===== src/logic/lc_sync_pkg.sv =====
// Life cycle enable encodings and the signal bundles shared by the sync block
// All RTL files reference these by scoped names
`default_nettype none

package lc_sync_pkg;

  ////////////////////////////////////////////////////////////
  // Enable encoding
  ////////////////////////////////////////////////////////////

  // Width of one multi-bit life cycle enable
  parameter int TxWidth = 4;

  // Only On and Off are legal, anything else counts as Off
  typedef enum logic [TxWidth-1:0] {
    On  = 4'b0101,
    Off = 4'b1010
  } lc_tx_t;

  ////////////////////////////////////////////////////////////
  // Bundles
  ////////////////////////////////////////////////////////////

  // Number of enables carried in one bundle
  parameter int NumSig = 3;

  // The three enables as they cross into this clock domain
  typedef struct packed {
    lc_tx_t dft_en;
    lc_tx_t hw_debug_en;
    lc_tx_t escalate_en;
  } lc_bundle_t;

  // One bit per enable, for mask, status and invalid pulses
  typedef struct packed {
    logic dft_en;
    logic hw_debug_en;
    logic escalate_en;
  } lc_flags_t;

endpackage

`default_nettype wire

===== src/logic/lc_sync_top.sv =====
// Top of the life cycle signal distribution block
// Syncs each enable, checks encodings and reports alarms
`timescale 1ns/1ps
`default_nettype none

module lc_sync_top #(
  parameter int NumCopies = 2,
  parameter bit AsyncOn   = 1
) (
  input  wire                                     clk_i,
  input  wire                                     rst_ni,
  input  lc_sync_pkg::lc_bundle_t                 lc_bundle_i,
  input  wire                                     cfg_mask_we_i,
  input  lc_sync_pkg::lc_flags_t                  cfg_mask_i,
  input  wire                                     status_clr_i,
  output lc_sync_pkg::lc_bundle_t [NumCopies-1:0] lc_copies_o,
  output lc_sync_pkg::lc_flags_t                  status_o,
  output logic                                    alarm_o
);

  // Per-signal copies straight from the synchronizers
  lc_sync_pkg::lc_tx_t [NumCopies-1:0] dft_copies;
  lc_sync_pkg::lc_tx_t [NumCopies-1:0] debug_copies;
  lc_sync_pkg::lc_tx_t [NumCopies-1:0] esc_copies;

  // Copy 0 of each enable, watched by the monitor
  lc_sync_pkg::lc_bundle_t sync_bundle;
  lc_sync_pkg::lc_flags_t  invalid_q;

  ////////////////////////////////////////////////////////////
  // Synchronizers
  ////////////////////////////////////////////////////////////

  lc_sync #(.NumCopies(NumCopies), .AsyncOn(AsyncOn), .ResetValueIsOn(1'b0)) u_sync_dft (
    .clk_i(clk_i), .rst_ni(rst_ni), .lc_en_i(lc_bundle_i.dft_en), .lc_en_o(dft_copies)
  );

  lc_sync #(.NumCopies(NumCopies), .AsyncOn(AsyncOn), .ResetValueIsOn(1'b0)) u_sync_debug (
    .clk_i(clk_i), .rst_ni(rst_ni), .lc_en_i(lc_bundle_i.hw_debug_en), .lc_en_o(debug_copies)
  );

  // Escalation resets to On
  lc_sync #(.NumCopies(NumCopies), .AsyncOn(AsyncOn), .ResetValueIsOn(1'b1)) u_sync_esc (
    .clk_i(clk_i), .rst_ni(rst_ni), .lc_en_i(lc_bundle_i.escalate_en), .lc_en_o(esc_copies)
  );

  // Regroup per consumer
  for (genvar j = 0; j < NumCopies; j++) begin : gen_bundle
    assign lc_copies_o[j].dft_en      = dft_copies[j];
    assign lc_copies_o[j].hw_debug_en = debug_copies[j];
    assign lc_copies_o[j].escalate_en = esc_copies[j];
  end

  assign sync_bundle = lc_copies_o[0];

  ////////////////////////////////////////////////////////////
  // Monitor and configuration
  ////////////////////////////////////////////////////////////

  lc_tx_monitor u_monitor (
    .clk_i(clk_i), .rst_ni(rst_ni), .sync_bundle_i(sync_bundle), .invalid_o(invalid_q)
  );

  lc_sync_cfg u_cfg (
    .clk_i        (clk_i),
    .rst_ni       (rst_ni),
    .cfg_mask_we_i(cfg_mask_we_i),
    .cfg_mask_i   (cfg_mask_i),
    .status_clr_i (status_clr_i),
    .invalid_i    (invalid_q),
    .status_o     (status_o),
    .alarm_o      (alarm_o)
  );

endmodule

`default_nettype wire


===== src/logic/lc_sync_cfg.sv =====
// Alarm mask and sticky invalid-encoding status for the sync block
// Software loads the mask, reads status and clears it with a strobe
`timescale 1ns/1ps
`default_nettype none

module lc_sync_cfg (
  input  wire                    clk_i,
  input  wire                    rst_ni,
  input  wire                    cfg_mask_we_i,
  input  lc_sync_pkg::lc_flags_t cfg_mask_i,
  input  wire                    status_clr_i,
  input  lc_sync_pkg::lc_flags_t invalid_i,
  output lc_sync_pkg::lc_flags_t status_o,
  output logic                   alarm_o
);

  // Flat views, one bit per enable
  logic [lc_sync_pkg::NumSig-1:0] mask_q;
  logic [lc_sync_pkg::NumSig-1:0] status_q;
  logic [lc_sync_pkg::NumSig-1:0] status_d;
  logic [lc_sync_pkg::NumSig-1:0] invalid;

  assign invalid = invalid_i;

  ////////////////////////////////////////////////////////////
  // Mask register
  ////////////////////////////////////////////////////////////

  // All alarms enabled out of reset
  always_ff @(posedge clk_i or negedge rst_ni) begin
    if (!rst_ni) begin
      mask_q <= '1;
    end else if (cfg_mask_we_i) begin
      mask_q <= cfg_mask_i;
    end
  end

  ////////////////////////////////////////////////////////////
  // Sticky status
  ////////////////////////////////////////////////////////////

  // Clear first, then set, so a new flag survives a clear
  assign status_d = (status_q & {lc_sync_pkg::NumSig{!status_clr_i}}) | invalid;

  always_ff @(posedge clk_i or negedge rst_ni) begin
    if (!rst_ni) begin
      status_q <= '0;
    end else begin
      status_q <= status_d;
    end
  end

  assign status_o = lc_sync_pkg::lc_flags_t'(status_q);

  // Combinational from status, masked bits never raise it
  assign alarm_o = |(status_q & mask_q);

endmodule

`default_nettype wire


===== src/logic/lc_tx_monitor.sv =====
// Encoding checker for the synchronized life cycle enables
// Flags every field that is neither On nor Off, one cycle later
`timescale 1ns/1ps
`default_nettype none

module lc_tx_monitor (
  input  wire                     clk_i,
  input  wire                     rst_ni,
  input  lc_sync_pkg::lc_bundle_t sync_bundle_i,
  output lc_sync_pkg::lc_flags_t  invalid_o
);

  ////////////////////////////////////////////////////////////
  // Encoding check
  ////////////////////////////////////////////////////////////

  // True for any pattern outside the two legal encodings
  function automatic logic is_invalid(lc_sync_pkg::lc_tx_t val);
    logic legal;
    legal = (val == lc_sync_pkg::On) || (val == lc_sync_pkg::Off);
    return !legal;
  endfunction

  // Raw per-field result for this cycle
  lc_sync_pkg::lc_flags_t invalid_d;

  // Registered flags, handed to the config block
  lc_sync_pkg::lc_flags_t invalid_q;

  always_comb begin
    invalid_d             = '0;
    // Test mode enable
    invalid_d.dft_en      = is_invalid(sync_bundle_i.dft_en);
    // Debug port enable
    invalid_d.hw_debug_en = is_invalid(sync_bundle_i.hw_debug_en);
    // Escalation enable
    invalid_d.escalate_en = is_invalid(sync_bundle_i.escalate_en);
  end

  ////////////////////////////////////////////////////////////
  // Flag register
  ////////////////////////////////////////////////////////////

  // One cycle behind the synchronized bundle
  // Pulses for as long as the bad value stays on the input
  always_ff @(posedge clk_i or negedge rst_ni) begin
    if (!rst_ni) begin
      invalid_q <= '0;
    end else begin
      invalid_q <= invalid_d;
    end
  end

  assign invalid_o = invalid_q;

endmodule

`default_nettype wire


===== src/logic/lc_sync.sv =====
// Synchronizes one life cycle enable and fans it out to separate consumers
// Instantiated once per enable by lc_sync_top
`timescale 1ns/1ps
`default_nettype none

module lc_sync #(
  // Number of separately driven output copies
  parameter int NumCopies = 2,
  // Set to 0 only when sender and receiver share a clock
  parameter bit AsyncOn = 1,
  // 0 resets to Off, 1 resets to On
  parameter bit ResetValueIsOn = 0
) (
  input  wire                                 clk_i,
  input  wire                                 rst_ni,
  input  lc_sync_pkg::lc_tx_t                 lc_en_i,
  output lc_sync_pkg::lc_tx_t [NumCopies-1:0] lc_en_o
);

  ////////////////////////////////////////////////////////////
  // Reset value selection
  ////////////////////////////////////////////////////////////

  // Escalation style signals reset to On so the logic fails safe
  localparam lc_sync_pkg::lc_tx_t LcResetValue =
    ResetValueIsOn ? lc_sync_pkg::On : lc_sync_pkg::Off;

  // Single synchronized value before fan-out
  lc_sync_pkg::lc_tx_t lc_en;

  ////////////////////////////////////////////////////////////
  // Synchronizer or pass-through
  ////////////////////////////////////////////////////////////

  if (AsyncOn) begin : gen_flops
    // Two cycles of latency across the clock boundary
    lc_flop_2sync #(
      .ResetValue(LcResetValue)
    ) u_lc_flop_2sync (
      .clk_i  (clk_i),
      .rst_ni (rst_ni),
      .d_i    (lc_en_i),
      .q_o    (lc_en)
    );
  end else begin : gen_no_flops
    // Same clock domain, copies follow the input directly
    assign lc_en = lc_en_i;
  end

  ////////////////////////////////////////////////////////////
  // Output copies
  ////////////////////////////////////////////////////////////

  // Each consumer gets its own kept net
  // Keeps synthesis from collapsing the copies into one driver
  for (genvar j = 0; j < NumCopies; j++) begin : gen_copies
    (* keep *) lc_sync_pkg::lc_tx_t lc_en_buf;

    assign lc_en_buf  = lc_en;
    assign lc_en_o[j] = lc_en_buf;
  end

endmodule

`default_nettype wire


===== src/logic/lc_flop_2sync.sv =====
// Two-flop synchronizer for a single life cycle enable
// Used by lc_sync as the metastability boundary of one signal
`timescale 1ns/1ps
`default_nettype none

module lc_flop_2sync #(
  // Value both stages take while in reset
  parameter lc_sync_pkg::lc_tx_t ResetValue = lc_sync_pkg::Off
) (
  input  wire                 clk_i,
  input  wire                 rst_ni,
  input  lc_sync_pkg::lc_tx_t d_i,
  output lc_sync_pkg::lc_tx_t q_o
);

  // First stage may go metastable, second stage settles it
  lc_sync_pkg::lc_tx_t sync_q1;
  lc_sync_pkg::lc_tx_t sync_q2;

  // Value sampled at edge n is on q_o after edge n+1
  always_ff @(posedge clk_i or negedge rst_ni) begin
    if (!rst_ni) begin
      sync_q1 <= ResetValue;
      sync_q2 <= ResetValue;
    end else begin
      sync_q1 <= d_i;
      sync_q2 <= sync_q1;
    end
  end

  assign q_o = sync_q2;

endmodule

`default_nettype wire


===== config.mk =====
export PLATFORM = sky130hd
export DESIGN_NAME = lc_sync_top
export DESIGN_NICKNAME = d
export VERILOG_FILES = /design/src/logic/lc_sync_pkg.sv /design/src/logic/lc_sync_top.sv /design/src/logic/lc_sync_cfg.sv /design/src/logic/lc_tx_monitor.sv /design/src/logic/lc_sync.sv /design/src/logic/lc_flop_2sync.sv
export SDC_FILE = /design/constraint.sdc
export NUM_CORES = 1
export LEC_CHECK = 0
export BUFFER_PORTS_ARGS = -buffer_cell sky130_fd_sc_hd__clkbuf_2
export CAP_MARGIN = 10
export CORE_MARGIN = 1
export CORE_UTILIZATION = 25
export CTS_CLUSTER_DIAMETER = 120
export CTS_CLUSTER_SIZE = 8
export DETAILED_ROUTE_END_ITERATION = 12
export PLACE_DENSITY = 0.49
export SYNTH_ARGS = -nofsm -noshare
export SYNTH_HDL_FRONTEND = slang
export SYNTH_SLANG_ARGS = --single-unit

===== constraint.sdc =====
create_clock -name clk_i -period 1.8 [get_ports clk_i]
set_input_delay 0.36 -clock clk_i [delete_from_list [all_inputs] [get_ports clk_i]]
set_output_delay 0.36 -clock clk_i [all_outputs]
set_load 0.05 [all_outputs]

==> metrics.md, run 1 <==
| Metric | Value |
|---|---|
| Setup tns final | `0 ps` |
| Fin. max-slew vios | `0` |
| Clk root buf | `clkbuf_8` |
| Crit path max fanout | `3` |
| CP max-delay cell | `dfrtp_1` |
| Post-cts gate resize count | `0` |
| Antenna viol nets, final | `0` |
| Tcrit/Tclk final | `0.921` |
| # IOs | `47` |
| Worst Setup End Kind | `primary output` |
| CTS tree | `built` |
| Worst-skew pair later-pin latency | `around 270 ps` |
| Clock share of power | `0.333` |
| Via density | `between 3 and 4` |
| # DRC | `0` |
| Largest net degree at the start of global routing | `34` |
| Lkg Pwr | `approximately 0.64 nW` |
| Critical-path cell list | `a222oi_1, inv_1, clkbuf_2` |
| Mean area per synthesized cell | `between 15 and 20 µm²` |
| # setup viols final | `0` |
| Area Overhead vs Synth | `16.9%` |
| CP startpoint kind | `register` |
| Post-Route Skew | `between 2 and 2.5 ps` |
| Int Pwr | `between 0.001 and 0.0015 W` |
| Num CTS Buffers | `5` |
| Flop pwr share | `0.536` |
| Port buffer count | `46` |
| Post-CTS Setup Bufs | `0` |
| Die Span Y | `70.4 µm` |
| Setup Crit Path Kind | `reg -> out` |
| CTS H-Tree Depth | `2` |
| Psw | `~0.00042 W` |
| Placed cell area | `about 1300 µm²` |
| Worst Path Arrival | `1300 ps` |
| Initial DRC count | `9` |
| Placement Rows | `24` |
| Status | `finished clean` |
| Initial core utilization | `0.265` |
| First-pass GRT wire length | `2860 µm` |
| Fmax | `just over 600 MHz` |
| Power per cell area | `between 1000 and 1500 nW/µm²` |
| Net Sw Frac | `0.272` |
| Max Cap Violations | `0` |
| Finished Cell Area | `~1400 µm²` |
| Ratio of cells with drive above 1 in the final layout | `0.667` |
| ANT cells | `0` |
| Mapped Area | `between 1000 and 1500 µm²` |
| Comb power frac | `0.131` |
| Hold buffer count at cts | `0` |
| Clk buf depth | `2` |
| Sink Count | `33` |
| Clock slew at reported path FFs | `60 ps` |
| Final Hold Viols | `0` |
| Initial antenna violation count | `0` |
| Total number of vias | `611` |
| WL/cell | `around 11 µm` |
| Crit-path max cell delay | `400 ps` |
| Final WL | `1690 µm` |
| Post-layout util | `0.310` |
| Worst ir drop on vdd | `around 390 µV` |
| Min-delay worst type | `in -> async` |
| Final GP Congestion | `~0.63` |
| DR pass1 iterations | `4` |
| Slew HR | `0.486` |
| Post-Syn Nets | `94` |
| RSZ-0062 raised after global routing | `no` |
| Core box area | `around 4400 µm²` |
| Minimum clock period | `between 1500 and 2000 ps` |
| Die X | `between 70 and 80 µm` |
| Nets | `between 100 and 150` |
| CP Data Required Time | `roughly 1400 ps` |
| Vias in the first global route | `~630` |
| Grt ovf | `0` |
| Slew of the pin with the lowest slew margin | `770 ps` |
| Die area | `4960 µm²` |
| Total track usage | `0.0800` |
| Synth warnings | `0` |
| Post-Syn Instances | `75` |
[registers in the layout, indices dropped and copies added, names as in the netlist]
name and count:
u_cfg.status_o 3, u_sync_dft.gen_flops.u_lc_flop_2sync.sync_q1 4, u_sync_debug.gen_flops.u_lc_flop_2sync.sync_q1 4, u_cfg.mask_q 3, u_sync_debug.gen_flops.u_lc_flop_2sync.q_o 4, u_monitor.invalid_o 3
u_sync_dft.gen_flops.u_lc_flop_2sync.q_o 4, u_sync_esc.gen_flops.u_lc_flop_2sync.sync_q1 4, u_sync_esc.gen_flops.u_lc_flop_2sync.q_o 4
[power groups by stage]
stage               Sequential (W)  Clock (W)  Combinational [W]
finish                    0.000820   0.000509           0.000201
global route              0.000826   0.000581           0.000212
CTS                       0.000821   0.000543           0.000204
detailed placement        0.000834          0           0.000204
global placement          0.000831          0           0.000203
floorplan                 0.000835          0           0.000170
[layer usage]
layer | vias up | track usage | wire length (µm)
met1 | 297 | 0.0803 | 674
met4 | 0 | 0.0533 | 31
met3 | 4 | 0.0491 | 171
li1 | 280 | - | -
met2 | 30 | 0.123 | 810
met5 | - | 0 | 0
[layout make-up]
type	instances	area, µm²
sequential	33	845
timing repair buffer	46	230
clock inverter	2	10.0
fill	447	3050
multi-input combinational	16	138
tap	52	65.1
clock buffer	6	72.6
inverter	2	7.51
[final timing paths]
check,start,endpoint,slack (ps),cells past startpoint
max in group asynchronous,rst_ni,u_sync_debug.gen_flops.u_lc_flop_2sync.q_o[0],1160,1
min in group clk_i,lc_bundle_i[7],u_sync_debug.gen_flops.u_lc_flop_2sync.sync_q1[3],160,1
worst min-delay path,rst_ni,u_sync_dft.gen_flops.u_lc_flop_2sync.sync_q1[0],150,1
worst min register to register,u_sync_esc.gen_flops.u_lc_flop_2sync.sync_q1[3],u_sync_esc.gen_flops.u_lc_flop_2sync.q_o[3],350,0
worst max register to register,u_sync_esc.gen_flops.u_lc_flop_2sync.q_o[2],u_monitor.invalid_o[0],760,2
worst max-delay path,u_cfg.status_o[2],alarm_o,140,3
[layout by cell type, fill, tap and decap left out]
cell,instances
dfrtp_1,18
inv_1,2
clkbuf_1,1
dfstp_2,15
mux2_2,2
clkbuf_2,46
clkinv_2,2
nor2_1,3
mux2_1,1
a222oi_1,1
nor4bb_1,6
clkbuf_8,5
a21o_1,3
[metrics by stage]
step / total power [W] / hold WS [ps] / instances / setup WS (ps)
4_1_cts: 0.00157 / 150 / 157 / 110
2_1_floorplan: 0.00100 / 64.4 / 75 / 258
6_report: 0.00153 / 153 / 157 / 142
3_5_place_dp: 0.00104 / 337 / 149 / 423
3_3_place_gp: 0.00103 / 333 / 149 / 455
5_1_grt: 0.00162 / 144 / 157 / 71.3
[critical path, delay by kind of cell, from the launching register on]
family | cells | cell delay (ps)
AO/OA/AOI/OAI | 1 | 320
buffers and inverters | 2 | 310
flip-flops | 1 | 400
Note: power is estimated with default switching activity, not from simulation.
==> run 2, diff against run 1 <==
--- a/config.mk
+++ b/config.mk
@@ -13,6 +13,7 @@
 export CTS_CLUSTER_SIZE = 8
 export DETAILED_ROUTE_END_ITERATION = 12
 export PLACE_DENSITY = 0.49
+export RECOVER_POWER = 50
 export SYNTH_ARGS = -nofsm -noshare
 export SYNTH_HDL_FRONTEND = slang
 export SYNTH_SLANG_ARGS = --single-unit
==> constraint.sdc (replaced) <==
create_clock -name clk_i -period 2 [get_ports clk_i]
set_input_delay 0.4 -clock clk_i [delete_from_list [all_inputs] [get_ports clk_i]]
set_output_delay 0.4 -clock clk_i [all_outputs]
set_load 0.05 [all_outputs]
==> metrics.md, run 2 (synthesis results as in run 1) <==
| Metric | Value |
|---|---|
| Minimum clock period | `around 1700 ps` |
| Slew of the pin with the lowest slew margin | `1630 ps (was 770 ps)` |
| Worst-skew pair later-pin latency | `270 ps (about the same)` |
| First-pass GRT wire length | `2880 µm (was 2860 µm)` |
| Finished Cell Area | `1400 µm² (was 1370 µm²)` |
| Min-delay worst type | `in -> reg (was in -> async)` |
| Via density | `3.81 (was 3.89)` |
| Hold Crit Depth | `1` |
| Crit path max fanout | `3 (unchanged)` |
| Post-layout util | `0.318 (was 0.310)` |
| Clock slew at reported path FFs | `70 ps (was 60 ps)` |
| Num CTS Buffers | `5 (unchanged)` |
| Core box area | `4410 µm² (unchanged)` |
| Final GP Congestion | `0.631 (was 0.635)` |
| Detailed Place HPWL | `~1200 µm` |
| Worst Reg-to-Reg Cells | `2 (unchanged)` |
| Hold_sp | `lc_bundle_i[0]` |
| Commonest non-fill, non-tap cells in the layout | `45 x clkbuf_2, 18 x dfrtp_1, 14 x dfstp_2 (was 46 x clkbuf_2, 18 x dfrtp_1, 15 x dfstp_2)` |
| Clk buf depth | `2 (unchanged)` |
| Placed cell area | `1280 µm² (unchanged)` |
| Total track usage | `0.0791 (was 0.0800)` |
| Status | `complete, but fails checks (was finished clean)` |
| CP max-delay cell | `dfrtp_1 (unchanged)` |
| Post-CTS Setup Bufs | `0 (unchanged)` |
| Bufs and invs on worst path | `2 (unchanged)` |
| Reg2reg start | `u_sync_esc.gen_flops.u_lc_flop_2sync.q_o[2] (unchanged)` |
| Post-cts gate resize count | `0 (unchanged)` |
| Worst R2R End | `u_monitor.invalid_o[0] (unchanged)` |
| ANT cells | `0 (unchanged)` |
| Layout Cells excl Fill | `157 (unchanged)` |
| Most common cell after layout, fill and taps aside | `clkbuf_2 (unchanged)` |
| CP Data Required Time | `1600 ps (was 1440 ps)` |
| Clk root buf | `clkbuf_8 (unchanged)` |
| # setup viols final | `0 (unchanged)` |
| Die area | `4960 µm² (unchanged)` |
| Sink Count | `33 (unchanged)` |
| Total number of vias | `598 (was 611)` |
| DR pass1 iterations | `4 (unchanged)` |
| Hold buffer count at cts | `0 (unchanged)` |
| Final Hold Viols | `0 (unchanged)` |
| CP delay by family, top | `flip-flops (unchanged)` |
| Worst reg-to-reg setup slack | `950 ps (was 760 ps)` |
| Fmax | `587 MHz` |
| Crit-path max cell delay | `400 ps (about the same)` |
| Nets | `123 (unchanged)` |
| Critical-path cell list | `a222oi_1, inv_1, clkbuf_2 (unchanged)` |
| CP startpoint kind | `register (unchanged)` |
| Grt ovf | `0 (unchanged)` |
| Fin. max-slew vios | `34 (was 0)` |
| Tcrit/Tclk final | `0.851` |
| Lkg Pwr | `0.648 nW (was 0.639 nW)` |
| Port buffer count | `46 (unchanged)` |
| Vias in the first global route | `596 (was 629)` |
| Initial antenna violation count | `0 (unchanged)` |
| Post-Route Skew | `1.14 ps (was 2.47 ps)` |
| Initial core utilization | `0.265 (unchanged)` |
| WL/cell | `10.4 µm (was 10.7 µm)` |
| Die Span Y | `70.4 µm (unchanged)` |
| CTS H-Tree Depth | `2 (unchanged)` |
| Hold endpoint | `u_sync_esc.gen_flops.u_lc_flop_2sync.sync_q1[0]` |
| Placed Cells | `149 (unchanged)` |
| RSZ-0062 raised after global routing | `no (unchanged)` |
| # DRC | `0 (unchanged)` |
| Setup tns final | `0 ps (unchanged)` |
| Worst Path Arrival | `1300 ps (about the same)` |
| Slew HR | `-0.0891 (was 0.486)` |
| Initial DRC count | `20 (was 9)` |
| Placement Rows | `24 (unchanged)` |
| Final WL | `1630 µm (was 1690 µm)` |
| Failing checks | `capacitance limit, slew limit` |
| Antenna viol nets, final | `0 (unchanged)` |
| Die X | `70.4 µm (unchanged)` |
| Power per cell area | `1100 nW/µm² (was 1120 nW/µm²)` |
| Worst ir drop on vdd | `420 µV (was 386 µV)` |
| Ratio of cells with drive above 1 in the final layout | `0.657 (was 0.667)` |
| CTS tree | `built (unchanged)` |
| Max Cap Violations | `1 (was 0)` |
| Area Overhead vs Synth | `20.0% (was 16.9%)` |
| # IOs | `47 (unchanged)` |
| Worst Setup End Kind | `primary output (unchanged)` |
| Largest net degree at the start of global routing | `34 (unchanged)` |
| Setup Crit Path Kind | `reg -> out (unchanged)` |
[run 2: worst max path at each step]
stage / start / cells past startpoint / to
6_report: u_cfg.status_o[2] / 3 / alarm_o
5_1_grt: u_cfg.status_o[2] / 3 / alarm_o
4_1_cts: u_cfg.status_o[2] / 3 / alarm_o
3_5_place_dp: u_cfg.status_o[2] / 3 / alarm_o
3_3_place_gp: u_cfg.status_o[2] / 3 / alarm_o
2_1_floorplan: u_cfg.status_o[2] / 2 / alarm_o
[run 2: stage by stage]
step | total power (W) | worst slack, ps | hold WS [ps]
floorplan | 0.000904 | 418 | 104
global placement | 0.000930 | 617 | 334
detailed placement | 0.000933 | 580 | 335
CTS | 0.00158 | 260 | 184
global route | 0.00163 | 191 | 175
finish | 0.00155 | 298 | 201
[run 2: area by class of cell]
cell class              count  area [µm²]
clock buffers               6        82.6
repair buffers             46         229
clock inverters             2        37.5
flip-flops and latches     33         845
inverters                   2        7.51
well taps                  52        65.1
multi-input cells          16         138
fillers                   438        3010
[run 2: per-layer routing]
layer,up-vias,share of wire,global-route usage
met2,27,0.49,0.116
met3,2,0.095,0.0476
met1,289,0.40,0.0841
met4,0,0.014,0.0533
met5,-,0,0
li1,280,-,-
[run 2: power by group]
part	leakage, nW	internal (W)	total (W)	switching (W)
registers	0.353	0.000717	0.000737	0.0000202
clock network	0.0574	0.000405	0.000632	0.000228
logic	0.238	0.0000432	0.000180	0.000137
